$ cat src/rtl/core_defs.svh
`ifndef CORE_DEFS_SVH
`define CORE_DEFS_SVH

// data path and byte address width
`define XLEN 32

// shared instruction and data RAM, in 32-bit words
`define MEM_WORDS 256

// word index width, log2 of MEM_WORDS
`define MEM_AW 8

`endif

$ cat src/rtl/bus_pkg.sv
`default_nettype none
`include "core_defs.svh"

package bus_pkg;

    // master to slave, Wishbone classic
    typedef struct packed {
        logic              cyc;
        logic              stb;
        logic              we;
        logic [`XLEN-1:0]  adr;
        logic [`XLEN-1:0]  dat_w;
    } wb_req_t;

    // slave to master
    typedef struct packed {
        logic              ack;
        logic [`XLEN-1:0]  dat_r;
    } wb_rsp_t;

endpackage

`default_nettype wire

$ cat src/rtl/fetch_unit.sv
`timescale 1ns/1ps
`default_nettype none
`include "core_defs.svh"

module fetch_unit
    import bus_pkg::*;
(
    input  logic              clk,
    input  logic              rst_n,
    input  logic              branch_ref,
    input  logic              redirect,
    input  logic [`XLEN-1:0]  redirect_pc,
    input  logic              stall,
    input  wb_rsp_t           rsp,
    output wb_req_t           req,
    output logic              fetch_valid,
    output logic [`XLEN-1:0]  fetch_word,
    output logic [`XLEN-1:0]  fetch_pc,
    output logic              fetch_ref
);

    logic             busy_q;
    logic             have_q;
    logic             discard_q;
    logic             ref_q;
    logic [`XLEN-1:0] pc_q;
    logic [`XLEN-1:0] adr_q;
    logic [`XLEN-1:0] word_q;
    logic             ack_in;
    logic             issue;

    assign ack_in = busy_q & rsp.ack;
    // one word in flight or waiting, never both
    assign issue = ~busy_q & ~have_q & ~stall & ~redirect;

    always_ff @(posedge clk or negedge rst_n) begin
        if (!rst_n) begin
            busy_q <= 1'b0;
            have_q <= 1'b0;
            discard_q <= 1'b0;
            ref_q <= 1'b0;
            pc_q <= '0;
            adr_q <= '0;
        end else begin
            if (have_q && !stall) begin
                have_q <= 1'b0;
            end
            if (issue) begin
                busy_q <= 1'b1;
                adr_q <= pc_q;
                ref_q <= branch_ref;
            end
            if (ack_in) begin
                busy_q <= 1'b0;
                discard_q <= 1'b0;
                if (!discard_q && !redirect) begin
                    have_q <= 1'b1;
                    pc_q <= adr_q + `XLEN'd4;
                end
            end
            // keep the bus cycle open but drop its data
            if (redirect) begin
                pc_q <= redirect_pc;
                have_q <= 1'b0;
                if (busy_q && !rsp.ack) begin
                    discard_q <= 1'b1;
                end
            end
        end
    end

    always_ff @(posedge clk) begin
        if (ack_in) begin
            word_q <= rsp.dat_r;
        end
    end

    assign req = '{cyc: busy_q, stb: busy_q, we: 1'b0, adr: adr_q, dat_w: '0};
    assign fetch_valid = have_q;
    assign fetch_word = word_q;
    assign fetch_pc = adr_q;
    assign fetch_ref = ref_q;

endmodule

`default_nettype wire

$ cat config.mk
export PLATFORM = sky130hd
export DESIGN_NAME = fetch_unit
export DESIGN_NICKNAME = d
export VERILOG_FILES = /design/src/rtl/bus_pkg.sv /design/src/rtl/fetch_unit.sv
export VERILOG_INCLUDE_DIRS = /design/src /design/src/rtl
export SDC_FILE = /design/constraint.sdc
export NUM_CORES = 1
export LEC_CHECK = 0
export BUFFER_PORTS_ARGS = -buffer_cell sky130_fd_sc_hd__buf_2
export CAP_MARGIN = 20
export CELL_PAD_IN_SITES_DETAIL_PLACEMENT = 0
export CELL_PAD_IN_SITES_GLOBAL_PLACEMENT = 1
export CORE_UTILIZATION = 33
export CTS_CLUSTER_DIAMETER = 50
export DETAILED_ROUTE_END_ITERATION = 10
export PLACE_DENSITY = 0.84
export REMOVE_ABC_BUFFERS = 1
export SKIP_LAST_GASP = 1
export SLEW_MARGIN = 20
export SYNTH_ARGS = -nofsm -noshare
export SYNTH_HDL_FRONTEND = slang
export SYNTH_SLANG_ARGS = --single-unit
$ cat constraint.sdc
create_clock -name clk -period 2.3 [get_ports clk]
set_input_delay 0.345 -clock clk [delete_from_list [all_inputs] [get_ports clk]]
set_output_delay 0.345 -clock clk [all_outputs]
set_load 0.005 [all_outputs]
==> impl_summary.log <==
INFO  metric vias_per_cell = between 4 and 5
INFO  metric worst-slew-pin-transition = 535 ps
INFO  metric cpPeakStageDelay = 660 ps
INFO  metric critical_path_slowest_stage_cell = or4_1
INFO  metric detail_route.wl_per_cell = 15.4 um
INFO  metric post-cts-setup-buffer-count = 0
INFO  metric port-buffer-count = 169
INFO  metric synth_seq_area_share = 55.3%
INFO  metric die_area = between 15000 and 20000 um^2
INFO  metric bufs_and_invs_on_worst_path = 0
INFO  metric dp_hpwl = 8290 um
INFO  metric power_per_cell_area = slightly below 900 nW/um^2
INFO  metric num-fill-cells = about 1.4k
INFO  metric floorplan.initialDensity = 34.3%
INFO  metric post_synth_instance_area = 4820 um^2
INFO  metric final.setup_skew = 9.42 ps
INFO  metric place_ws = 146 ps
INFO  metric syn_area_per_cell = roughly 11 um^2
INFO  metric required = around 2600 ps
INFO  metric placement_rows = 43
INFO  metric cpMostUsedCell = nand2_1
INFO  metric hold_violations = 4
INFO  metric clockRootBuffer = clkbuf_16
INFO  metric grt_pass1_wl = approximately 18000 um
INFO  metric numClockSinks = 100
INFO  metric area.growth.synth_to_final = 22.1%
INFO  metric setup_ws = 141 ps
INFO  metric globalRouteTotalUtil = approximately 16%
INFO  metric post-route-cell-area = around 5900 um^2
INFO  metric total_leakage_power = 0.00268 uW
INFO  metric antenna_found_initial = 1
INFO  metric maxCapViolCount = 0
INFO  metric final_count_of_pins_violating_max_slew = 0
INFO  metric cts_tree = done
INFO  metric synthCells = roughly 420
INFO  metric area_of_the_placeable_core = between 10000 and 15000 um^2
INFO  metric gp_routability_congestion = 0.784
INFO  metric cts_htree_levels = 3
INFO  metric cts_hold_repair.buffers = 0
INFO  metric ff2ff_setup_slack = between 100 and 150 ps
INFO  metric report.final.setup_viol = 0
INFO  metric totalWireLength = between 10000 and 15000 um
INFO  metric irDropWorstVdd = 0.587 mV
INFO  metric post_synth_num_cell_types = 40
INFO  metric dr_total_vias = 3520
INFO  metric drt-initial-drc-count = roughly 190
INFO  metric post_cts_resize_count = 0
INFO  metric final-seq-area = 2660 um^2
INFO  metric drc = 0
INFO  metric run_status = finished, violations left
INFO  metric worst_setup_hold_path_clk_slew = around 70 ps
INFO  metric cts_inserted_buffers = 9
INFO  metric die-height = 123 um
INFO  metric final.min_clock_period = 2160 ps
INFO  metric critical_path.cell_chain = ha_1, nand2_1, or4_1, or3_1, a311o_1, nand2_1
INFO  metric die_w = approximately 120 um
INFO  metric io_pins = around 200
INFO  metric r2r-start = fetch_pc[3]
INFO  metric drt.antenna.violating_nets = 0
INFO  metric path_max_fanout = 6
INFO  metric count_of_cells_along_the_worst_register_to_register_path = 6
INFO  metric yosys_register_bits = 100
INFO  metric hold_path_class = primary input to asynchronous set/reset pin
INFO  metric cts-root-to-sink-buffers = 2
INFO  metric yosysWarningCount = 0
INFO  metric setup_crit_end_kind = flip-flop
INFO  metric multi_input_comb_area = between 1500 and 2000 um^2
INFO  metric clkLatencyLatePin = 350 ps
INFO  metric post_route_cells_drive_above_1_share = 41.3%
INFO  metric gr-total-overflow = 0
INFO  metric timing.critical_path.arrival = 2450 ps
INFO  metric worst_path_dominant_cell_family = simple AND/OR/NAND/NOR gates
INFO  metric layout.nets = 635
INFO  metric setup_repair_after_global_routing_missed_its_margin = false
INFO  metric crit_path_start_kind = flip-flop
INFO  metric max_slew_margin = between 60% and 70%
INFO  metric pin_count_of_the_biggest_net_entering_global_routing = 69
INFO  metric antenna_cells = 0
INFO  metric placedInstanceArea = around 5600 um^2
INFO  metric design_power_total = approximately 5200 uW
INFO  metric r2r_end = pc_q[18]
INFO  metric drtPass1Iterations = 4
INFO  metric holdWs = -6.86 ps
INFO  metric grt_pass1_vias = 3381
INFO  metric failing_checks = negative hold slack
INFO  metric crit_type = flip-flop to flip-flop
INFO  metric fmaxAchievable = 463 MHz
INFO  metric layout_worst_path_cycle_share = 93.9%
## cells in the mapped netlist
cell type,instances,area share (%)
a211oi_1,1,0.16
or4_1,1,0.16
and4_1,3,0.55
mux2i_1,6,1.2
buf_1,2,0.16
xor2_1,11,2.0
o221ai_1,17,3.1
nand2b_1,2,0.26
a21oi_1,9,0.93
a311o_1,1,0.21
nand2_1,58,4.5
o31ai_1,1,0.16
o21ai_0,16,1.7
xnor2_1,15,2.7
nor4b_1,1,0.18
nand4_1,9,1.2
clkbuf_1,13,1.0
edfxtp_1,32,20
nand3_1,10,1.0
nor2_1,10,0.78
and3_1,3,0.39
clkbuf_2,1,0.10
nor4_1,5,0.65
conb_1,1,0.078
buf_4,67,10
or2_2,1,0.13
inv_1,4,0.31
and2_1,3,0.39
buf_2,2,0.21
nor4_2,2,0.52
o21bai_1,1,0.16
nor2b_1,1,0.13
nand3_4,1,0.36
or3_1,2,0.26
nor3_1,4,0.42
a21o_1,3,0.47
mux2_2,30,7.0
nor3b_1,3,0.47
dfrtp_1,68,35
ha_1,1,0.26
## per-layer routing
metal | GRT usage (%) | vias to the layer above | wire, um
met5 | 0 | - | 13
met3 | 6.32 | 10 | 1090
met2 | 26.3 | 166 | 5510
li1 | - | 1668 | -
met1 | 19.1 | 1674 | 4840
met4 | 3.58 | 2 | 90
## report_power, final
part | switching, uW | total, uW | internal [uW]
clock | 673 | 1420 | 743
combinational | 595 | 1270 | 672
sequential | 339 | 2480 | 2140
## placed cells by master, fill, tap and decap left out, types with 4 or more instances in the layout
master / n
buf_2: 169
dfrtp_1: 68
nand2_1: 58
conb_1: 33
edfxtp_1: 32
mux2_2: 30
o221ai_1: 17
o21ai_0: 16
xnor2_1: 15
buf_4: 13
xor2_1: 11
nand3_1: 10
nor2_1: 10
a21oi_1: 9
nand4_1: 9
clkbuf_16: 9
mux2i_1: 6
inv_1: 4
nor3_1: 4
nor4_1: 4
## area by class of cell
cell class,instances,area share [%]
flip-flops and latches,100,45.2
multi-input cells,264,28.9
repair buffers,185,17.0
clock buffers,10,3.89
well taps,180,3.83
clock inverters,6,0.829
inverters,4,0.255
## cell families after synthesis
group                      count (synthesis)  synth area share (%)
muxes                                     36                  8.26
DFF                                      100                  55.3
AOI/OAI and AO/OA                         49                  6.83
and+or+nand+nor                          119                  12.4
xor gates and xnor gates                  26                  4.73
adders and majority gates                  1                 0.260
buffers and inverters                     89                  12.2
other                                      1                0.0778
## worst max-delay path by stage
stage	startpoint	to	cells past startpoint	slack [ps]
after floorplan	busy_q	fetch_ref	2	-720
after CTS	fetch_pc[2]	pc_q[18]	6	140
after detailed placement	fetch_pc[2]	pc_q[18]	6	150
after global routing	fetch_pc[2]	pc_q[18]	6	2
after global placement	fetch_pc[2]	pc_q[18]	6	190
final	fetch_pc[3]	pc_q[18]	6	140
## stage by stage
step / util (%) / TNS (ps) / hold WS (ps) / std cells
after global placement: 39.9 / 0 / 391 / 733
after global routing: 41.9 / 0 / 18.6 / 749
final: 41.9 / 0 / -6.86 / 749
after CTS: 41.9 / 0 / 19.3 / 749
after detailed placement: 39.9 / 0 / 393 / 733
after floorplan: - / -33690 / 49.4 / 368
## registers in the layout, indices dropped and copies added, names as in the netlist, named ones only
signal	cells
fetch_pc	32
fetch_word	32
pc_q	32
busy_q	1
fetch_ref	1
fetch_valid	1
Note: power is estimated with default switching activity, not from simulation.
