<file path="src/rtl/core_defs.svh">
`ifndef CORE_DEFS_SVH
`define CORE_DEFS_SVH

// data path and byte address width
`define XLEN 32

// shared instruction and data RAM, in 32-bit words
`define MEM_WORDS 256

// word index width, log2 of MEM_WORDS
`define MEM_AW 8

`endif

</file>
<file path="src/rtl/isa_pkg.sv">
`default_nettype none
`include "core_defs.svh"

package isa_pkg;

    typedef enum logic [3:0] {
        EQ, NE, CS, CC, MI, PL, VS, VC,
        HI, LS, GE, LT, GT, LE, AL, NV
    } cond_e;

    // encodings as seen by the ALU outside
    typedef enum logic [2:0] {
        ADD = 3'b000,
        SUB = 3'b001,
        AND = 3'b010,
        ORR = 3'b011,
        XOR = 3'b111
    } alu_op_e;

    typedef struct packed {
        cond_e       cond;
        logic [6:0]  opcode;
        logic        s;
        logic [3:0]  rn;
        logic [3:0]  rd;
        logic [11:0] imm12;
    } instr_layout;

    typedef struct packed {
        cond_e             cond;
        logic [6:0]        opcode;
        logic              s;
        logic [3:0]        rn;
        logic [3:0]        rd;
        logic [1:0]        shift_op;
        logic [11:0]       imm12;
        logic [`XLEN-1:0]  imm_branch;
        logic              p;
        logic              u;
        logic              w;
        logic [`XLEN-1:0]  pc;
        logic [`XLEN-1:0]  raw;
    } decoded_t;

    typedef struct packed {
        logic [1:0] sel_pc;
        logic       sel_branch_imm;
        logic       sel_a;
        logic       sel_b;
        alu_op_e    alu_op;
        logic       sel_pre_indexed;
        logic       en_status;
        logic [1:0] sel_w_addr1;
        logic       w_en1;
        logic       mem_w_en;
    } ctrl_t;

    // opcode classes
    function automatic logic is_dp(logic [6:0] op);
        return (op[6] == 1'b0) && (op[5:4] != 2'b10);
    endfunction

    function automatic logic is_mem(logic [6:0] op);
        return (op[6:5] == 2'b11) || (op[6:3] == 4'b1000);
    endfunction

    function automatic logic is_branch(logic [6:0] op);
        return op[6:3] == 4'b1001;
    endfunction

endpackage

`default_nettype wire

</file>
<file path="src/rtl/mem_ctrl_decode.sv">
`timescale 1ns/1ps
`default_nettype none
`include "core_defs.svh"

module mem_ctrl_decode
    import isa_pkg::*;
(
    input  logic              clk,
    input  logic              rst_n,
    input  decoded_t          instr,
    input  logic              instr_valid,
    input  logic [`XLEN-1:0]  status,
    input  logic [`XLEN-1:0]  operand_a,
    output ctrl_t             ctrl,
    output logic              branch_ref,
    output logic              redirect,
    output logic [`XLEN-1:0]  redirect_pc,
    output logic              mem_req
);

    logic branch_ref_q;
    logic n_flag;
    logic z_flag;
    logic c_flag;
    logic v_flag;
    logic cond_ok;
    logic active;

    // NZCV in the top four status bits
    assign {n_flag, z_flag, c_flag, v_flag} = status[`XLEN-1 -: 4];
    assign active = instr_valid && (instr.cond != NV);

    // register-relative branches take the target from rn
    assign redirect_pc = instr.opcode[0] ? operand_a : instr.pc + instr.imm_branch;

    always_comb begin
        case (instr.cond)
            EQ: cond_ok = z_flag;
            NE: cond_ok = ~z_flag;
            CS: cond_ok = c_flag;
            CC: cond_ok = ~c_flag;
            MI: cond_ok = n_flag;
            PL: cond_ok = ~n_flag;
            VS: cond_ok = v_flag;
            VC: cond_ok = ~v_flag;
            HI: cond_ok = c_flag & ~z_flag;
            LS: cond_ok = ~c_flag | z_flag;
            GE: cond_ok = (n_flag == v_flag);
            LT: cond_ok = (n_flag != v_flag);
            GT: cond_ok = ~z_flag & (n_flag == v_flag);
            LE: cond_ok = z_flag | (n_flag != v_flag);
            AL: cond_ok = 1'b1;
            default: cond_ok = 1'b0;
        endcase
    end

    always_ff @(posedge clk or negedge rst_n) begin
        if (!rst_n) begin
            branch_ref_q <= 1'b0;
        end else begin
            branch_ref_q <= branch_ref;
        end
    end

    always_comb begin
        ctrl = '0;
        branch_ref = branch_ref_q;
        redirect = 1'b0;
        mem_req = 1'b0;
        if (active && is_dp(instr.opcode)) begin
            ctrl.sel_a = ~instr.opcode[3];
            ctrl.sel_b = ~instr.opcode[4];
            case (instr.opcode[2:0])
                3'b000: ctrl.alu_op = ADD;
                3'b001: ctrl.alu_op = SUB;
                3'b010: ctrl.alu_op = SUB;
                3'b011: ctrl.alu_op = AND;
                3'b100: ctrl.alu_op = ORR;
                3'b101: ctrl.alu_op = XOR;
                default: ctrl.alu_op = ADD;
            endcase
            ctrl.en_status = instr.s;
            // compare writes flags only
            ctrl.w_en1 = (instr.opcode[3:0] != 4'b1010);
        end else if (active && is_mem(instr.opcode)) begin
            mem_req = 1'b1;
            ctrl.sel_b = ~instr.opcode[3];
            ctrl.sel_pre_indexed = instr.p;
            ctrl.alu_op = instr.u ? ADD : SUB;
            ctrl.w_en1 = instr.w;
            ctrl.sel_w_addr1 = instr.w ? 2'b10 : 2'b00;
            ctrl.mem_w_en = instr.opcode[4];
        end else if (active && is_branch(instr.opcode)) begin
            ctrl.sel_a = instr.opcode[0];
            ctrl.sel_b = ~instr.opcode[0];
            ctrl.sel_branch_imm = ~instr.opcode[0];
            if (cond_ok) begin
                ctrl.sel_pc = 2'b11;
                branch_ref = ~branch_ref_q;
                redirect = 1'b1;
            end
            // link goes to the second write address
            if (instr.opcode[1]) begin
                ctrl.sel_w_addr1 = 2'b01;
                ctrl.w_en1 = 1'b1;
            end
        end
    end

endmodule

`default_nettype wire

</file>
<file path="config.mk">
export PLATFORM = sky130hd
export DESIGN_NAME = mem_ctrl_decode
export DESIGN_NICKNAME = d
export VERILOG_FILES = /design/src/rtl/isa_pkg.sv /design/src/rtl/mem_ctrl_decode.sv
export VERILOG_INCLUDE_DIRS = /design/src /design/src/rtl
export SDC_FILE = /design/constraint.sdc
export NUM_CORES = 1
export LEC_CHECK = 0
export BUFFER_PORTS_ARGS = -buffer_cell sky130_fd_sc_hd__buf_2
export CORE_AREA = 2 2 95 97
export CTS_CLUSTER_SIZE = 24
export DETAILED_ROUTE_END_ITERATION = 8
export DIE_AREA = 0 0 97 99
export GPL_TIMING_DRIVEN = 0
export PLACE_DENSITY = 0.67
export SLEW_MARGIN = 20
export SYNTH_ARGS = -nofsm -noshare
export SYNTH_HDL_FRONTEND = slang
export SYNTH_SLANG_ARGS = --single-unit
</file>
<file path="constraint.sdc">
create_clock -name clk -period 5.3 [get_ports clk]
set_input_delay 1.06 -clock clk [delete_from_list [all_inputs] [get_ports clk]]
set_output_delay 1.06 -clock clk [all_outputs]
set_load 0.01 [all_outputs]
</file>
==> metrics <==
P_leak 1.78 nW; clock-pin slew on the worst setup and hold paths 0 ns; Synth top area share 15.4%; RSZ-0062 raised after global routing no; Synth Area in Adders 16.2%; Top reg by flops branch_ref_q; Port Buf Inserts 164; simple-gate area share of the yosys netlist 26.6%; Crit path required time 4.24 ns; Slew Limit Fails 0; max FFs per register 1; Core ar. 8550 um^2; vias in the first global route 3439; P per Cell Area 119 nW/um^2; synth-to-layout area growth 38.0%; IO Pins 249; Die X 97 um; WL/cell 14.2 um; switch share 54.8%; First-pass DRT Iterations 4; CTS Hold Bufs 0; Top FF cell, synth dfrtp_1; vias per cell 5.25; FF-to-FF Start branch_ref_q$_DFF_PN0_; Initial Util 29.5%; relative slew slack 59.2%; Setup crit start kind primary input; part of the cycle the worst path needs 83.9%; Worst VDD drop 0.0675 mV; Critical-path top delay cell fa_1; Worst Reg-to-Reg Cells 1; Routed WL 9360 um; Crit Path Max Fanout 3; ANT cells 0; Top Registers branch_ref_q: 1 flops; Antenna Nets Post-Route 0; cell-internal power 0.000187 W; Reg-to-Reg End branch_ref_q$_DFF_PN0_; top cells by instance count after synthesis nand2_1, a21oi_1, ha_1; CP peak stage delay 0.38 ns; first-pass GRT wire length 15300 um; max-capacitance violation count 0; Nets 785; dpl hpwl 7980 um; Clock Skews 0 ns; Fin. Hold Viols 0; Hold EP branch_ref_q$_DFF_PN0_; final core occ 40.6%; Synth Warn # 0; Remaining DRCs 0; Worst Setup Path Type in -> out; min-delay src branch_ref_q$_DFF_PN0_; Pwr Total 0.000414 W; critical path, cell by cell buf_2, ha_1, inv_1, fa_1, nand2b_1, a21oi_1, o21ai_2, a31o_1, a21oi_2, mux2i_1, a21oi_1, buf_2; grt total ovfl 0; largest net degree at the start of global routing 11; initial antenna violation count 0; total number of vias 3457; TNS Setup 0 ns; Post-synth EDFFs 0; final setup violation count 0; gr usage total 18.6%; Cell variety after synth 51; layout cells sized above 1 34.1%; Seq/Total Area, Yosys 0.994%; CP arrival 3.39 ns; syn_nets 619; synth top area cells ha_1, nand2_1, a21oi_1; largest family of logic cells by synthesized area compound AO/OA/AOI/OAI gates; mux cell area share after synthesis 2.88%; Mean Syn Cell Area 6.51 um^2; Critical path buffers and inverters 3; Yosys reg bits 1; Slew @ Worst Pin 0.613 ns; Crit path max-delay family compound AO/OA/AOI/OAI gates; Post-CTS Setup Bufs 0; # resized after CTS 0; Max Fclk 0.225 GHz; status finished, final reports clean; WHS Path Cells 1; Rows 34; Cell Area, Synth 2520 um^2; FILL cells 936; reg-to-reg slack, setup 4.63 ns; Routability Congestion 0.847; Synth Instances 387; count leader, synth nand2_1; Sequential Power Share 3.1%; Post-synth ARST share 100%; XOR/XNOR share of the synthesized area 10.1%; Synth area leader ha_1; Compound-Gate Fraction of Synth Area 38.3%; hold slack 0.450 ns; Hold Path Class reg -> reg; Clock Latency Late Sink 0 ns; Chip Height 99 um; clock network power share 0%; DR iter-0 viols 104; sw power 0.000227 W; die area 9600 um^2; combinational fraction of design power 96.9%; Worst setup EP type primary output; Period minus WS final 4.45 ns
==> per-layer routing <==
layer | GRT usage [%] | wire length [um] | vias up
met5 | 0 | 0 | -
met1 | 23.0 | 4090 | 1535
met4 | 2.71 | 133 | 0
met3 | 2.27 | 634 | 12
li1 | - | - | 1768
met2 | 35.3 | 4500 | 142
==> per-stage QoR <==
| stage | instances | worst slack, ns | area, um^2 |
|---|---|---|---|
| after CTS | 659 | 0.853 | 3470 |
| after floorplan | 387 | 1.41 | 2520 |
| final | 659 | 0.855 | 3470 |
| after detailed placement | 659 | 0.860 | 3470 |
| after global routing | 659 | 0.694 | 3470 |
| after global placement | 659 | 0.880 | 3470 |
==> cell families after synthesis <==
kind of cell    count (synthesis)
compound gates                153
buf+inv                        28
flops                           1
mux                             7
xor+xnor                       29
simple gates                  137
fa+ha+maj                      32
==> placed cells by master (no fill, tap or decap), types with 8 or more instances in the layout <==
master,synthesis,routed
o21ai_0,29,29
nor2_1,24,24
nand2_1,60,60
buf_2,4,168
xnor2_1,16,16
ha_1,31,31
inv_1,11,11
clkbuf_1,9,9
nand4_1,8,8
nor3_1,10,10
xor2_1,13,13
a21oi_1,41,41
a21o_1,14,14
o21ai_1,16,16
o22ai_1,8,8
==> power by group through the flow <==
| stage | logic [W] | clock network (W) | registers, W |
|---|---|---|---|
| after detailed placement | 0.000398 | 0 | 0.0000129 |
| after global routing | 0.000447 | 0 | 0.0000133 |
| after floorplan | 0.000258 | 0 | 0.0000127 |
| after global placement | 0.000394 | 0 | 0.0000128 |
| after CTS | 0.000401 | 0 | 0.0000129 |
| final | 0.000401 | 0 | 0.0000129 |
==> worst max path at each step <==
stage               from               to  depth (start not counted)
6_report       instr[67]  redirect_pc[28]                         12
3_5_place_dp   instr[67]  redirect_pc[28]                         12
2_1_floorplan  instr[32]  redirect_pc[28]                         10
5_1_grt        instr[67]  redirect_pc[28]                         12
3_3_place_gp   instr[67]  redirect_pc[28]                         12
4_1_cts        instr[67]  redirect_pc[28]                         12
==> final cells by class <==
class / instances / area (um^2) / share of cell area, %
Timing Repair Buffer: 164 / 821 / 23.6
Sequential cell: 1 / 25.0 / 0.720
Tap cell: 108 / 135 / 3.89
Inverter: 12 / 45.0 / 1.30
Multi-Input combinational cell: 358 / 2370 / 68.2
Buffer: 16 / 80.1 / 2.30
No activity file was read; power rests on OpenSTA's default activity.
