$ cat src/rtl/core_defs.svh
`ifndef CORE_DEFS_SVH
`define CORE_DEFS_SVH

// data path and byte address width
`define XLEN 32

// shared instruction and data RAM, in 32-bit words
`define MEM_WORDS 256

// word index width, log2 of MEM_WORDS
`define MEM_AW 8

`endif

$ cat src/rtl/isa_pkg.sv
`default_nettype none
`include "core_defs.svh"

package isa_pkg;

    typedef enum logic [3:0] {
        EQ, NE, CS, CC, MI, PL, VS, VC,
        HI, LS, GE, LT, GT, LE, AL, NV
    } cond_e;

    // encodings as seen by the ALU outside
    typedef enum logic [2:0] {
        ADD = 3'b000,
        SUB = 3'b001,
        AND = 3'b010,
        ORR = 3'b011,
        XOR = 3'b111
    } alu_op_e;

    typedef struct packed {
        cond_e       cond;
        logic [6:0]  opcode;
        logic        s;
        logic [3:0]  rn;
        logic [3:0]  rd;
        logic [11:0] imm12;
    } instr_layout;

    typedef struct packed {
        cond_e             cond;
        logic [6:0]        opcode;
        logic              s;
        logic [3:0]        rn;
        logic [3:0]        rd;
        logic [1:0]        shift_op;
        logic [11:0]       imm12;
        logic [`XLEN-1:0]  imm_branch;
        logic              p;
        logic              u;
        logic              w;
        logic [`XLEN-1:0]  pc;
        logic [`XLEN-1:0]  raw;
    } decoded_t;

    typedef struct packed {
        logic [1:0] sel_pc;
        logic       sel_branch_imm;
        logic       sel_a;
        logic       sel_b;
        alu_op_e    alu_op;
        logic       sel_pre_indexed;
        logic       en_status;
        logic [1:0] sel_w_addr1;
        logic       w_en1;
        logic       mem_w_en;
    } ctrl_t;

    // opcode classes
    function automatic logic is_dp(logic [6:0] op);
        return (op[6] == 1'b0) && (op[5:4] != 2'b10);
    endfunction

    function automatic logic is_mem(logic [6:0] op);
        return (op[6:5] == 2'b11) || (op[6:3] == 4'b1000);
    endfunction

    function automatic logic is_branch(logic [6:0] op);
        return op[6:3] == 4'b1001;
    endfunction

endpackage

`default_nettype wire

$ cat src/rtl/bus_pkg.sv
`default_nettype none
`include "core_defs.svh"

package bus_pkg;

    // master to slave, Wishbone classic
    typedef struct packed {
        logic              cyc;
        logic              stb;
        logic              we;
        logic [`XLEN-1:0]  adr;
        logic [`XLEN-1:0]  dat_w;
    } wb_req_t;

    // slave to master
    typedef struct packed {
        logic              ack;
        logic [`XLEN-1:0]  dat_r;
    } wb_rsp_t;

endpackage

`default_nettype wire

$ cat src/rtl/data_port.sv
`timescale 1ns/1ps
`default_nettype none
`include "core_defs.svh"

module data_port
    import isa_pkg::*, bus_pkg::*;
(
    input  logic              clk,
    input  logic              rst_n,
    input  logic              mem_req,
    input  decoded_t          instr,
    input  ctrl_t             ctrl,
    input  logic [`XLEN-1:0]  operand_a,
    input  logic [`XLEN-1:0]  store_data,
    input  wb_rsp_t           rsp,
    output wb_req_t           req,
    output logic              stall,
    output logic              load_valid,
    output logic [`XLEN-1:0]  load_data,
    output logic              store_done
);

    logic             busy_q;
    logic             done_q;
    logic             we_q;
    logic [`XLEN-1:0] adr_q;
    logic [`XLEN-1:0] dat_q;
    logic [`XLEN-1:0] load_q;
    logic [`XLEN-1:0] offset;
    logic [`XLEN-1:0] ea;
    logic             start;

    // register offsets come from the ALU outside, none here
    assign offset = ctrl.sel_b ? {{(`XLEN-12){1'b0}}, instr.imm12} : '0;

    always_comb begin
        if (!ctrl.sel_pre_indexed) begin
            ea = operand_a;
        end else if (instr.u) begin
            ea = operand_a + offset;
        end else begin
            ea = operand_a - offset;
        end
    end

    assign start = mem_req & ~busy_q & ~done_q;
    // released in the result cycle so the instruction retires
    assign stall = mem_req & ~done_q;

    always_ff @(posedge clk or negedge rst_n) begin
        if (!rst_n) begin
            busy_q <= 1'b0;
            done_q <= 1'b0;
            we_q <= 1'b0;
        end else begin
            done_q <= busy_q & rsp.ack;
            if (busy_q && rsp.ack) begin
                busy_q <= 1'b0;
            end else if (start) begin
                busy_q <= 1'b1;
                we_q <= ctrl.mem_w_en;
            end
        end
    end

    always_ff @(posedge clk) begin
        if (start) begin
            adr_q <= ea;
            dat_q <= store_data;
        end
        if (busy_q && rsp.ack) begin
            load_q <= rsp.dat_r;
        end
    end

    assign req = '{cyc: busy_q, stb: busy_q, we: we_q, adr: adr_q, dat_w: dat_q};
    assign load_valid = done_q & ~we_q;
    assign store_done = done_q & we_q;
    assign load_data = load_q;

endmodule

`default_nettype wire

$ cat config.mk
export PLATFORM = sky130hd
export DESIGN_NAME = data_port
export DESIGN_NICKNAME = d
export VERILOG_FILES = /design/src/rtl/isa_pkg.sv /design/src/rtl/bus_pkg.sv /design/src/rtl/data_port.sv
export VERILOG_INCLUDE_DIRS = /design/src /design/src/rtl
export SDC_FILE = /design/constraint.sdc
export NUM_CORES = 1
export LEC_CHECK = 0
export BUFFER_PORTS_ARGS = -buffer_cell sky130_fd_sc_hd__buf_4
export CORE_AREA = 2 2 136 138
export DETAILED_ROUTE_END_ITERATION = 7
export DIE_AREA = 0 0 138 140
export GPL_TIMING_DRIVEN = 0
export PLACE_DENSITY = 0.66
export SLEW_MARGIN = 20
export SYNTH_ARGS = -nofsm -noshare
export SYNTH_HDL_FRONTEND = slang
export SYNTH_SLANG_ARGS = --single-unit
$ cat constraint.sdc
create_clock -name clk -period 3.8 [get_ports clk]
set_clock_uncertainty 0.15 [all_clocks]
set_input_delay 0.19 -clock clk [delete_from_list [all_inputs] [get_ports clk]]
set_output_delay 0.19 -clock clk [all_outputs]
set_load 0.1 [all_outputs]
==> impl_metrics.py <==
metrics = {
    "synth": {
        "netlist-cell-type-count": 61,
        "yosys.area_share.simple_pct": 13.98,
        "synth_fa_ha_area_share_pct": 7.597,
        "synthFlopType": "edfxtp_1",
        "synthMuxAreaShare_pct": 3.414,
        "netlist_instances": 545,
        "synth_edf_count": 96,
        "yosys_register_bits": 99,
        "synth-xor-area-share_pct": 2.988,
        "synth.yosys.seq_area_share_pct": 50.45,
        "synth_nets": 827,
        "synthesis.area_sq_mm": 0.005863,
        "synth_top_family_by_area": "compound AO/OA/AOI/OAI gates",
        "synth_compound_area_share_pct": 18.76,
        "async_flop_share_pct": 3.030,
        "yosysWarnings": 0,
        "synth.avg_cell_area_sq_um": 10.76,
    },
    "drt": {
        "num_vias": 5623,
        "vias_per_cell": 5.163,
        "dr.max_layer_used": "met5",
        "routed_wl_microns": 21480,
        "drt_iter0_drc": 306,
        "wl_met1_microns": 10050,
        "dr.pass1.iters": 5,
        "wl_per_cell_microns": 19.72,
        "wl_met3_microns": 2146,
        "wl_met2_microns": 8933,
        "ant_nets": 0,
        "drc": 0,
    },
    "critical_path": {
        "regToRegStartpoint": "done_q",
        "worst_path_max_delay_cell": "o41a_1",
        "critPathBufInv": 3,
        "crit_type": "input port to flop",
        "crit_path_max_incr_delay_ns": 0.56,
        "reg2reg_slack_ns": 2.06,
        "reg2reg_to": "dat_q[20]",
        "reg2reg_depth": 4,
        "cp_data_required_time_ns": 3.87,
        "cp_data_arrival_time_ns": 3.64,
        "crit_chain": "buf_4 -> clkbuf_2 -> nand2_1 -> ha_1 -> a21o_2 -> o21ai_0 -> a32oi_1 -> ha_1 -> and4_1 -> nand3_1 -> o22ai_4 -> o41a_1 -> buf_4 -> a311o_1 -> nand3_1",
        "cp_max_fo": 11,
        "critPathLaunchType": "input port",
        "end_kind": "flop",
        "critPathTopFamily": "compound AO/OA/AOI/OAI gates",
    },
    "grt": {
        "grt_max_degree": 34,
        "antenna_found_initial": 16,
        "grt_remaining_overflow": 0,
        "grt_pass1_vias": 5426,
        "grt_pass1_wl_microns": 32170,
        "grt_usage_pct": 21.85,
    },
    "layout": {
        "final_cell_mix": "buf_4 (219), edfxtp_1 (96), dlygate4sd3_1 (73)",
        "drive_gt1_share_pct": 31.88,
        "layout.nets": 1127,
        "final_common_cell": "buf_4",
        "fillCellCount": 1657,
        "syn_to_final_growth_pct": 52.22,
    },
    "placed_design": {
        "dp_hpwl_microns": 16810,
        "io_buffers": 214,
        "dp_slack_ns": -0.5736,
        "place.gp.congestion": 0.9190,
    },
    "pwr": {
        "p_comb_share_pct": 43.3,
        "power_density_mw_per_mm2": 466.2,
        "p_switching_mw": 1.783,
        "leakage_nw": 3.679,
        "p_int_mw": 2.378,
        "power.total_mw": 4.161,
        "swShare_pct": 42.85,
        "pwr-share-seq_pct": 33.5,
        "ir_worst_vdd_mv": 0.2829,
        "p_clk_share_pct": 23.2,
    },
    "floorplanning": {
        "die_w_microns": 138,
        "core_sq_mm": 0.01778,
        "start_util_pct": 32.98,
        "die_y_microns": 140,
        "io_pins": 349,
        "rows": 49,
        "dieArea_sq_mm": 0.01932,
    },
    "cts": {
        "htreeDepth": 3,
        "clock-sinks": 99,
        "clk_latency_ns": 0.34,
        "cts_tree": "yes",
        "clkSlewWorstSetupHoldPaths_ns": 0.08,
        "cts-root-buf": "clkbuf_16",
        "clockBufferDepth": 2,
        "numCtsBuffers": 9,
    },
    "timing": {
        "hold_ws_ns": 0.01481,
        "final_hold_viol_count": 0,
        "finalSetupViolCount": 0,
        "drv_slew": 0,
        "relSlewSlack_pct": 50.62,
        "worst_slew_pin_slew_ns": 0.7406,
        "min_period_over_period_pct": 93.79,
        "fin_ws_ns": 0.2359,
        "fin_crit_ns": 3.564,
        "rsz0062_at_grt": "false",
        "fmax_mhz": 280.6,
    },
    "run_status": {
        "status": "finished clean",
    },
    "min_path": {
        "min_to": "adr_q[12]",
        "hold_depth": 2,
        "min_from": "operand_a[12]",
        "hold_path_class": "input port to flop",
    },
    "run": {
        "maxCapViolations": 0,
    },
}
metal layers:
layer	up-vias	track usage, %
met5	-	0
met4	12	4.726
met3	33	8.239
met2	281	31.89
met1	2601	30.96
li1	2696	-
cell usage after synthesis (all sizes together), types with 5 or more instances:
master   n  area, sq um
edfxtp  96         2883
nand2   61        229.0
a21oi   44        220.2
nor2    36        135.1
ha      34        425.4
o21ai   31        155.2
clkbuf  23        87.58
mux2    16        180.2
nand4   15        93.84
a21o    14        106.4
o21a    14        105.1
inv     12        45.04
nor3    11        55.05
nand3   10        50.05
xnor2   10        87.58
xor2    10        87.58
and2     7        43.79
o21bai   7        52.55
o31ai    7        52.55
o311ai   6        52.55
buf      5        32.53
o211ai   5        37.54
flip-flops by register name, indices dropped and copies added, names as in the netlist:
name	count
adr_q	32
busy_q	1
dat_q	32
done_q	1
load_data	32
we_q	1
area by class of cell:
class                           instances  area (sq um)  share of cell area, %
Timing Repair Buffer                  292          2420                  27.11
Multi-Input combinational cell        406          2771                  31.05
Tap cell                              229         286.5                  3.210
Clock inverter                          7         83.83                 0.9393
Sequential cell                        99          2958                  33.14
Clock buffer                            9         225.2                  2.523
Inverter                               12         45.04                 0.5047
Antenna cell                           10         25.02                 0.2804
Buffer                                 25         110.1                  1.234
cells by family after synthesis:
family / Yosys count
XOR/XNOR: 20
multiplexers: 18
buffers and inverters: 40
AO/OA/AOI/OAI: 163
adder cells (fa/ha/maj): 35
flip-flops: 99
AND/OR/NAND/NOR: 170
metrics by stage:
step	area (sq um)	util [%]	std cells	setup TNS, ns
after floorplan	5873	-	545	0
after global placement	7766	43.68	988	-4.682
after detailed placement	7835	44.07	991	-5.863
after CTS	8879	49.94	1079	-0.06209
after global routing	8907	50.10	1082	0
final	8925	50.20	1089	0
worst register-to-register path: stages (launching register included):
cell and delay (ns):
dfrtp_1 0.41, nor2b_2 0.15, nor2b_4 0.30, buf_12 0.22
buf_12 0.20
power groups by stage:
stage                     combinational [mW]  clock (mW)  sequential (mW)
after detailed placement                1.72           0             1.42
final                                   1.80       0.965             1.39
after global routing                    1.89        1.03             1.40
after floorplan                        0.570           0             2.11
after CTS                               1.79       0.995             1.39
after global placement                  1.69           0             1.42
worst max-delay path by stage:
stage	slack, ns	from	to	depth (start not counted)
after global routing	0.03	instr[101]	adr_q[31]	14
after CTS	-0.06	ctrl[9]	adr_q[24]	16
after detailed placement	-0.57	ctrl[9]	adr_q[24]	16
after floorplan	0.24	ctrl[9]	adr_q[28]	13
after global placement	-0.49	ctrl[9]	adr_q[24]	16
final	0.24	ctrl[9]	adr_q[28]	15
repair_timing:
action | CTS | global route
pin swaps | 0 | 1
cloned | 0 | 0
setup buffers | 0 | 2
resized for setup | 2 | 4
hold buffers | 73 | 0
endpoints found under the hold margin | 75 | 0
endpoints found under the setup margin | 7 | 16
Power figures use the tool's default switching activity.
