--- src/rtl/core_defs.svh ---
`ifndef CORE_DEFS_SVH
`define CORE_DEFS_SVH

// data path and byte address width
`define XLEN 32

// shared instruction and data RAM, in 32-bit words
`define MEM_WORDS 256

// word index width, log2 of MEM_WORDS
`define MEM_AW 8

`endif

--- src/rtl/bus_pkg.sv ---
`default_nettype none
`include "core_defs.svh"

package bus_pkg;

    // master to slave, Wishbone classic
    typedef struct packed {
        logic              cyc;
        logic              stb;
        logic              we;
        logic [`XLEN-1:0]  adr;
        logic [`XLEN-1:0]  dat_w;
    } wb_req_t;

    // slave to master
    typedef struct packed {
        logic              ack;
        logic [`XLEN-1:0]  dat_r;
    } wb_rsp_t;

endpackage

`default_nettype wire

--- src/rtl/wb_arbiter.sv ---
`timescale 1ns/1ps
`default_nettype none

module wb_arbiter
    import bus_pkg::*;
(
    input  logic    clk,
    input  logic    rst_n,
    input  wb_req_t host_req,
    input  wb_req_t data_req,
    input  wb_req_t fetch_req,
    input  wb_rsp_t slv_rsp,
    output wb_rsp_t host_rsp,
    output wb_rsp_t data_rsp,
    output wb_rsp_t fetch_rsp,
    output wb_req_t slv_req
);

    typedef enum logic [1:0] {
        GNT_NONE,
        GNT_HOST,
        GNT_DATA,
        GNT_FETCH
    } gnt_e;

    gnt_e gnt_q;
    gnt_e pick;
    gnt_e sel;
    logic hold;

    always_comb begin
        if (host_req.cyc) begin
            pick = GNT_HOST;
        end else if (data_req.cyc) begin
            pick = GNT_DATA;
        end else if (fetch_req.cyc) begin
            pick = GNT_FETCH;
        end else begin
            pick = GNT_NONE;
        end
        // owner keeps the bus until its cyc drops
        case (gnt_q)
            GNT_HOST: hold = host_req.cyc;
            GNT_DATA: hold = data_req.cyc;
            GNT_FETCH: hold = fetch_req.cyc;
            default: hold = 1'b0;
        endcase
        sel = hold ? gnt_q : pick;
    end

    always_ff @(posedge clk or negedge rst_n) begin
        if (!rst_n) begin
            gnt_q <= GNT_NONE;
        end else begin
            gnt_q <= sel;
        end
    end

    always_comb begin
        slv_req = '0;
        host_rsp = '{ack: 1'b0, dat_r: slv_rsp.dat_r};
        data_rsp = '{ack: 1'b0, dat_r: slv_rsp.dat_r};
        fetch_rsp = '{ack: 1'b0, dat_r: slv_rsp.dat_r};
        case (sel)
            GNT_HOST: begin
                slv_req = host_req;
                host_rsp.ack = slv_rsp.ack;
            end
            GNT_DATA: begin
                slv_req = data_req;
                data_rsp.ack = slv_rsp.ack;
            end
            GNT_FETCH: begin
                slv_req = fetch_req;
                fetch_rsp.ack = slv_rsp.ack;
            end
            default: begin
                slv_req = '0;
            end
        endcase
    end

endmodule

`default_nettype wire

--- config.mk ---
export PLATFORM = sky130hd
export DESIGN_NAME = wb_arbiter
export DESIGN_NICKNAME = d
export VERILOG_FILES = /design/src/rtl/bus_pkg.sv /design/src/rtl/wb_arbiter.sv
export VERILOG_INCLUDE_DIRS = /design/src /design/src/rtl
export SDC_FILE = /design/constraint.sdc
export NUM_CORES = 1
export LEC_CHECK = 0
export ABC_AREA = 1
export BUFFER_PORTS_ARGS = -buffer_cell sky130_fd_sc_hd__buf_4
export CORE_AREA = 2 2 156 158
export DETAILED_ROUTE_END_ITERATION = 6
export DIE_AREA = 0 0 158 160
export SYNTH_ARGS = -nofsm -noshare
export SYNTH_HDL_FRONTEND = slang
export SYNTH_SLANG_ARGS = --single-unit
--- constraint.sdc ---
create_clock -name clk -period 1.18 [get_ports clk]
set_input_delay 0.118 -clock clk [delete_from_list [all_inputs] [get_ports clk]]
set_output_delay 0.118 -clock clk [all_outputs]
set_load 0.05 [all_outputs]
==> results_dict.tcl, run 1 <==
set metrics [dict create \
    peakVddDrop_mv 1.26 \
    grtUsageTotal 0.148 \
    gp_congestion 0.767 \
    drtAntennaViolNets 0 \
    drt_wl_total_um 21900 \
    cts-root-buf "clkbuf_16" \
    wire_per_inst_um 22.9 \
    top_register "gnt_q" \
    core_area_um2 23800 \
    clockBufferDepth 2 \
    reg.largest.list "gnt_q: 2 flops" \
    maxCapViolations 0 \
    die_area_um2 25300 \
    die_h_um 160 \
    setup_violations 71 \
    yosys-top-cells-area "nand4_1 (31%), buf_4 (30%), nand3_1 (24%)" \
    cp.required_ps 1060 \
    crit_type "flop to output pin" \
    drt_iter0_drc 245 \
    p_leak_nw 3.18 \
    synthCells 446 \
    antenna_found_initial 1 \
    yosysTopAreaCell "nand4_1" \
    worstMarginPinSlew_ps 607 \
    clock_latency_ps 220 \
    cts_buffers 3 \
    hpwl_um 14200 \
    vias_per_cell 4.57 \
    grt_max_degree 52 \
    synth_area_um2 2700 \
    grt_pass1_vias 4381 \
    initial_core_util 0.113 \
    endpoint_kind "output pin" \
    layout_min_cycle_time_ps 2020 \
    period_share 1.71 \
    synth_cell_types 18 \
    drv_slew 0 \
    vias 4376 \
    nets 870 \
    fin_skew_ps 1.93 \
    grt_pass1_wl_um 28000 \
    largest_reg_flops 2 \
    io_buffers 273 \
    htreeDepth 1 \
    setup_tns_ps -54970 \
    hold_ws_ps 236 \
    start_kind "flop" \
    die_w_um 158 \
    syn_to_final_growth_pct 170 \
    worst_r2r_path_depth 9 \
    timing.final.ws_setup_ps -838 \
    whs_path_depth 0 \
    violations "negative setup slack" \
    power.density_nw_per_um2 2930 \
    yosysTopAreaCellShare 0.306 \
    critPathMaxFanout 5 \
    drive_gt1_frac 0.761 \
    rsz0062_at_grt "yes" \
    row_count 57 \
    drt-pass1-iter-count 5 \
    avgSynthCellArea_um2 6.05 \
    synth_warnings 0 \
    ios 402 \
    cp.arrival_ps 1900 \
    grt-ovfl-total 0 \
    finalHoldViolCount 0 \
    yosysSeqAreaShare 0.0186 \
    fmax_ghz 0.496 \
    clkTransAtPathRegs_ps 30 \
    worstHoldPathType "primary input to output pin" \
    nFillCells 2482 \
    drc 0 \
    cts_sinks 2 \
    cts_tree "built" \
    max_slew_margin 0.595 \
    ys_ff_latch 2 \
    status "finished with violations" \
    syn-num-nets 682 \
]
placed cells by master, fill, tap and decap left out, drive strengths merged:
master,count
o21bai,1
clkbuf,13
nor3,2
nand2,12
inv,7
nand4,132
nand3,134
diode,1
nor2,1
dfrtp,2
dlygate4sd3,1
buf,324
a21oi,2
bufbuf,1
final timing paths:
kind / slack [ps] / from / end
setup / recovery: -840 / gnt_q[0]$_DFF_PN0_ / slv_req[25]
hold / removal: 240 / slv_rsp[24] / data_rsp[24]
setup reg to reg: -330 / gnt_q[0]$_DFF_PN0_ / gnt_q[1]$_DFF_PN0_
hold reg to reg: 900 / gnt_q[1]$_DFF_PN0_ / gnt_q[0]$_DFF_PN0_
max in group asynchronous: 840 / rst_n / gnt_q[0]$_DFF_PN0_
min in group asynchronous: 250 / rst_n / gnt_q[1]$_DFF_PN0_
worst max-delay path, cell delays in order (launching register included):
cell,delay (ps)
dfrtp_1,400
inv_1,90
nand2_2,70
nand3_4,100
nand3_4,200
nand2_8,190
bufbuf_16,280
nand3_2,100
nand3_4,80
buf_8,150
synth_stat cells (all sizes together):
cell,count
nand2,11
inv,7
nor2,1
nand3,134
a21oi,2
nand4,132
dfrtp,2
buf,134
o21bai,1
nor3,2
clkbuf,20
routing by layer:
layer  GRT usage  share of wire  vias to the layer above
met3      0.0307          0.076                       29
met4      0.0324          0.024                        0
met5           0              0                        -
met2       0.296           0.55                      284
li1            -              -                     1986
met1       0.155           0.35                     2077
power by group:
| group | total, mW | leakage [nW] | switching (mW) | internal [mW] |
|---|---|---|---|---|
| sequential | 0.145 | 0.0241 | 0.0402 | 0.105 |
| combinational | 20.7 | 3.12 | 11.8 | 8.94 |
| clock | 0.509 | 0.0370 | 0.0776 | 0.431 |
| total | 21.4 | 3.18 | 11.9 | 9.48 |
logic make-up (layout without fill, tap and decap cells):
group	after synthesis	in the layout	synth area share
AO/OA/AOI/OAI	3	3	0.00649
buffers and inverters	161	346	0.390
flip-flops	2	2	0.0186
other	0	1	0
AND/OR/NAND/NOR	280	281	0.585
stage by stage:
stage	cell area, um^2	util	cells	total power, mW	worst slack, ps
after global routing	7290	0.306	957	22.2	-915
after CTS	6690	0.281	941	19.3	-848
after floorplan	3640	-	446	10.5	-369
final	7290	0.306	957	21.4	-838
after detailed placement	5450	0.229	923	14.0	-688
after global placement	5450	0.229	923	14.0	-681
cell type report:
class,count,area [um^2],share of cell area
timing repair buffer,336,3670,0.504
antenna,1,2.50,0.000343
multi-input combinational,284,3050,0.419
clock buffer,3,75.1,0.0103
tap,324,405,0.0556
inverter,7,28.8,0.00395
sequential,2,50.0,0.00687
repair_timing:
action	in CTS	in global routing
pin swaps	19	40
resized for setup	208	53
hold endpoints to repair	2	0
hold buffers	1	0
setup endpoints to repair	71	72
gates cloned	9	14
setup buffers	5	2
No activity file was read; power rests on OpenSTA's default activity.
==> inputs of run 2 (changes only) <==
--- a/config.mk
+++ b/config.mk
@@ -11,6 +11,7 @@
 export CORE_AREA = 2 2 156 158
 export DETAILED_ROUTE_END_ITERATION = 6
 export DIE_AREA = 0 0 158 160
+export PLACE_DENSITY = 0.4
 export SYNTH_ARGS = -nofsm -noshare
 export SYNTH_HDL_FRONTEND = slang
 export SYNTH_SLANG_ARGS = --single-unit
==> results_dict.tcl, run 2 (same netlist as run 1, synthesis figures left out) <==
set metrics [dict create \
    rsz0062_at_grt "yes" \
    clkTransAtPathRegs_ps 30 \
    drt-pass1-iter-count 4 \
    violations "negative setup slack" \
    initial_core_util 0.113 \
    cts_tree "built" \
    drt_wl_total_um 21300 \
    busiest_layer "met2" \
    vias_per_cell 4.46 \
    worstMarginPinSlew_ps 549 \
    finalHoldViolCount 0 \
    grt_pass1_wl_um 27600 \
    clockBufferDepth 2 \
    cts_sinks 2 \
    worstPathCellList "inv_1, nand2_2, nand3_4, nand2_4, nand2_8, nand2_8, buf_12, clkbuf_16, nand3_2, nand3_4, buf_8" \
    die_area_um2 25300 \
    die_h_um 160 \
    vias 4365 \
    cp.arrival_ps 1880 \
    status "finished with violations" \
    met2_usage 0.271 \
    drv_slew 0 \
    clock_latency_ps 230 \
    grt_pass1_vias 4540 \
    drc 0 \
    layout_min_cycle_time_ps 2000 \
    cp.required_ps 1060 \
    r2r-start "gnt_q[0]$_DFF_PN0_" \
    r2r_slack_ps -280 \
    start_kind "flop" \
    drt_iter0_drc 163 \
    top_register "gnt_q" \
    worst_r2r_path_depth 9 \
    reg.largest.list "gnt_q: 2 flops" \
    slowest_stage "dfrtp_1" \
    final_cell_mix "buf_4 (232), nand4_1 (132), nand3_4 (93), buf_8 (67), nand3_2 (40)" \
    period_share 1.69 \
    cp.depth 11 \
    timing.final.ws_setup_ps -818 \
    drtAntennaViolNets 0 \
    die_w_um 158 \
    worstHoldPathType "primary input to asynchronous set/reset pin" \
    grt-ovfl-total 0 \
    syn_to_final_growth_pct 177 \
    critPathMaxFanout 8 \
    nets 892 \
    io_buffers 273 \
    drive_gt1_frac 0.778 \
    gp_congestion 0.698 \
    hold_ws_ps 224 \
    endpoint_kind "output pin" \
    max_slew_margin 0.634 \
    grt_max_degree 44 \
    pre_cts_slack_ps -665 \
    fmax_ghz 0.500 \
    layout_commonest_cell "buf_4" \
    cpPeakStageDelay_ps 400 \
    ios 402 \
    p_leak_nw 3.29 \
    crit_type "flop to output pin" \
    fin_skew_ps 4.12 \
    cts_buffers 3 \
    hpwl_um 14100 \
    use_met1 0.160 \
    cts-root-buf "clkbuf_16" \
    setup_violations 72 \
    peakVddDrop_mv 0.999 \
    largest_reg_flops 2 \
    grtUsageTotal 0.142 \
    antenna_cells 0 \
    utilization 0.313 \
    power.density_nw_per_um2 2900 \
    htreeDepth 1 \
    path_buf_inv 4 \
    wire_per_inst_um 21.8 \
    antenna_found_initial 0 \
    maxCapViolations 0 \
    r2r_end "gnt_q[0]$_DFF_PN0_" \
    core_area_um2 23800 \
    row_count 57 \
    grtUsageMet3 0.0355 \
    crit_family "simple AND/OR/NAND/NOR gates" \
]
run 2: changes by cell type in the layout (fill, tap and decap cells not counted), sizes merged:
cell,delta
buf,+24
bufbuf,-1
diode,-1
nand2,-1
run 2: through the flow:
stage | power (mW) | setup TNS [ps] | area [um^2] | std cells
detailed placement | 14.6 | -41870 | 5620 | 938
global route | 22.6 | -61180 | 7470 | 978
CTS | 19.1 | -54540 | 6720 | 960
floorplan | 10.5 | -20480 | 3640 | 446
global placement | 14.7 | -41580 | 5620 | 938
finish | 21.6 | -55540 | 7470 | 978
run 2: worst register-to-register path, delay by kind of cell, from the launching register on:
kind,cells,cell delay [ps]
buf+inv,4,480
flops,1,410
simple gates,5,450
run 2: worst max path at each step:
stage	endpoint	from
2_1_floorplan	host_rsp[32]	gnt_q[0]$_DFF_PN0_
4_1_cts	slv_req[34]	gnt_q[0]$_DFF_PN0_
6_report	slv_req[41]	gnt_q[0]$_DFF_PN0_
3_3_place_gp	slv_req[1]	gnt_q[0]$_DFF_PN0_
5_1_grt	slv_req[41]	gnt_q[0]$_DFF_PN0_
3_5_place_dp	slv_req[1]	gnt_q[0]$_DFF_PN0_
run 2: report_power, final:
| group | switching [mW] | internal, mW |
|---|---|---|
| Clock | 0.0978 | 0.433 |
| Combinational | 11.6 | 9.32 |
| Sequential | 0.0414 | 0.105 |
| Total | 11.8 | 9.86 |
run 2: layout make-up:
cell class	count	area, um^2
fillers	2510	16400
repair buffers	359	3860
multi-input cells	283	3040
well taps	324	405
clock buffers	3	75.1
flip-flops and latches	2	50.0
inverters	7	36.3
run 2: timing repair:
action	CTS	global route
gates cloned	7	12
buffers inserted	12	9
resized for setup	177	89
pin swaps	17	41
endpoints found under the hold margin	2	0
endpoints found under the setup margin	72	72
hold buffers	1	0
run 2: metal layers:
metal / wire, um / vias to the layer above
li1: - / 2026
met5: 0 / -
met3: 1800 / 11
met2: 11100 / 264
met4: 190 / 0
met1: 8200 / 2064
==> inputs of run 3 (changes only) <==
--- a/config.mk
+++ b/config.mk
@@ -11,7 +11,9 @@
 export CORE_AREA = 2 2 156 158
 export DETAILED_ROUTE_END_ITERATION = 6
 export DIE_AREA = 0 0 158 160
+export MAX_ROUTING_LAYER = met4
 export PLACE_DENSITY = 0.4
+export RECOVER_POWER = 25
 export SYNTH_ARGS = -nofsm -noshare
 export SYNTH_HDL_FRONTEND = slang
 export SYNTH_SLANG_ARGS = --single-unit
==> results_dict.tcl, run 3 (same netlist as run 1, synthesis figures left out) <==
set metrics [dict create \
    utilization 0.309 \
    gp_congestion 0.705 \
    clock_latency_ps 230 \
    finalHoldViolCount 0 \
    timing.final.ws_setup_ps -841 \
    nFillCells 2527 \
    rsz0062_at_grt "yes" \
    syn_to_final_growth_pct 173 \
    fmax_ghz 0.495 \
    initial_core_util 0.113 \
    die_h_um 160 \
    nets 891 \
    hold_ws_ps 223 \
    cts_tree "built" \
    ios 402 \
    layout_commonest_cell "buf_4" \
    setup_violations 72 \
    hpwl_um 14100 \
    critPathMaxFanout 5 \
    vias 4389 \
    worstMarginPinSlew_ps 528 \
    reg.largest.list "gnt_q: 2 flops" \
    use_met1 0.162 \
    worstHoldPathType "primary input to asynchronous set/reset pin" \
    drt_iter0_drc 185 \
    cts_buffers 3 \
    status "finished with violations" \
    layout_min_cycle_time_ps 2020 \
    drc 0 \
    p_leak_nw 3.27 \
    period_share 1.71 \
    cts_sinks 2 \
    maxCapViolations 0 \
    grt-ovfl-total 0 \
    io_buffers 273 \
    die_area_um2 25300 \
    row_count 57 \
    grt_pass1_wl_um 27500 \
    top_register "gnt_q" \
    drive_gt1_frac 0.770 \
    endpoint_kind "output pin" \
    met2_usage 0.272 \
    htreeDepth 1 \
    drt_wl_total_um 21000 \
    wire_per_inst_um 21.5 \
    start_kind "flop" \
    grt_pass1_vias 4541 \
    final_area_um2 7350 \
    power.density_nw_per_um2 2900 \
    core_area_um2 23800 \
    crit_type "flop to output pin" \
    peakVddDrop_mv 0.998 \
    violations "negative setup slack" \
    drt-pass1-iter-count 4 \
    max_slew_margin 0.648 \
    cp.arrival_ps 1900 \
    placed_cell_area_um2 5620 \
    die_w_um 158 \
    clockBufferDepth 2 \
    clkTransAtPathRegs_ps 30 \
    cp.required_ps 1060 \
    vias_per_cell 4.49 \
    final_cell_mix "buf_4 (235), nand4_1 (132), nand3_4 (85), buf_8 (70), nand3_2 (43)" \
    grtUsageMet3 0.0318 \
    grtUsageTotal 0.146 \
    grt_max_degree 44 \
    pre_cts_slack_ps -665 \
    drtAntennaViolNets 0 \
    antenna_found_initial 0 \
    antenna_cells 0 \
    fin_skew_ps 4.87 \
    busiest_layer "met2" \
    largest_reg_flops 2 \
    drv_slew 0 \
    cts-root-buf "clkbuf_16" \
]
-- run 3: changes by cell type in the layout (fill, tap and decap cells not counted), sizes merged --
| cell | previous run | this run |
|---|---|---|
| clkbuf | 13 | 12 |
-- run 3: area by class of cell --
cell class	count	area [um^2]	area share
flip-flops and latches	2	50.0	0.00681
clock buffers	3	75.1	0.0102
well taps	324	405	0.0551
inverters	7	33.8	0.00459
multi-input cells	283	2960	0.402
repair buffers	358	3830	0.521
-- run 3: critical path, stage by stage, from the launching register on --
cell     delay (ps)
dfrtp_1         400
inv_1            80
nand2_2         110
nand3_4          90
nand2_4         120
nand2_8          90
nand2_8         120
buf_8           130
buf_12          120
buf_4           110
nand3_2          70
nand3_4          70
buf_8           140
-- run 3: metal layers --
layer / part of all wire / wire length (um)
met1: 0.38 / 8000
met2: 0.52 / 10900
met3: 0.086 / 1800
met4: 0.012 / 252
met5: 0 / 0
-- run 3: final timing paths --
| path | cells past startpoint | slack [ps] | start | to |
|---|---|---|---|---|
| max | 12 | -840 | gnt_q[0]$_DFF_PN0_ | slv_req[18] |
| min | 2 | 220 | rst_n | gnt_q[0]$_DFF_PN0_ |
| max reg2reg | 9 | -300 | gnt_q[0]$_DFF_PN0_ | gnt_q[0]$_DFF_PN0_ |
| min reg2reg | 5 | 960 | gnt_q[1]$_DFF_PN0_ | gnt_q[1]$_DFF_PN0_ |
| max in group asynchronous | 2 | 870 | rst_n | gnt_q[1]$_DFF_PN0_ |
| min in group clk | 0 | 240 | slv_rsp[8] | host_rsp[8] |
-- run 3: metrics by stage --
stage / power, mW / instances / TNS, ps
finish: 21.3 / 977 / -56810
global route: 22.3 / 977 / -63300
floorplan: 10.5 / 446 / -20480
CTS: 19.1 / 960 / -54540
detailed placement: 14.6 / 938 / -41870
global placement: 14.7 / 938 / -41580
-- run 3: timing repair --
item,CTS,global route
hold buffers,1,0
pin swaps,17,26
gates resized for setup,177,73
cloned,7,10
setup buffers,12,11
endpoints found under the setup margin,72,72
hold endpoints to repair,2,0
-- run 3: where the power goes --
part           switching (mW)  internal, mW
Sequential             0.0418         0.105
Combinational            11.4          9.23
Clock                   0.101         0.433
Total                    11.5          9.77
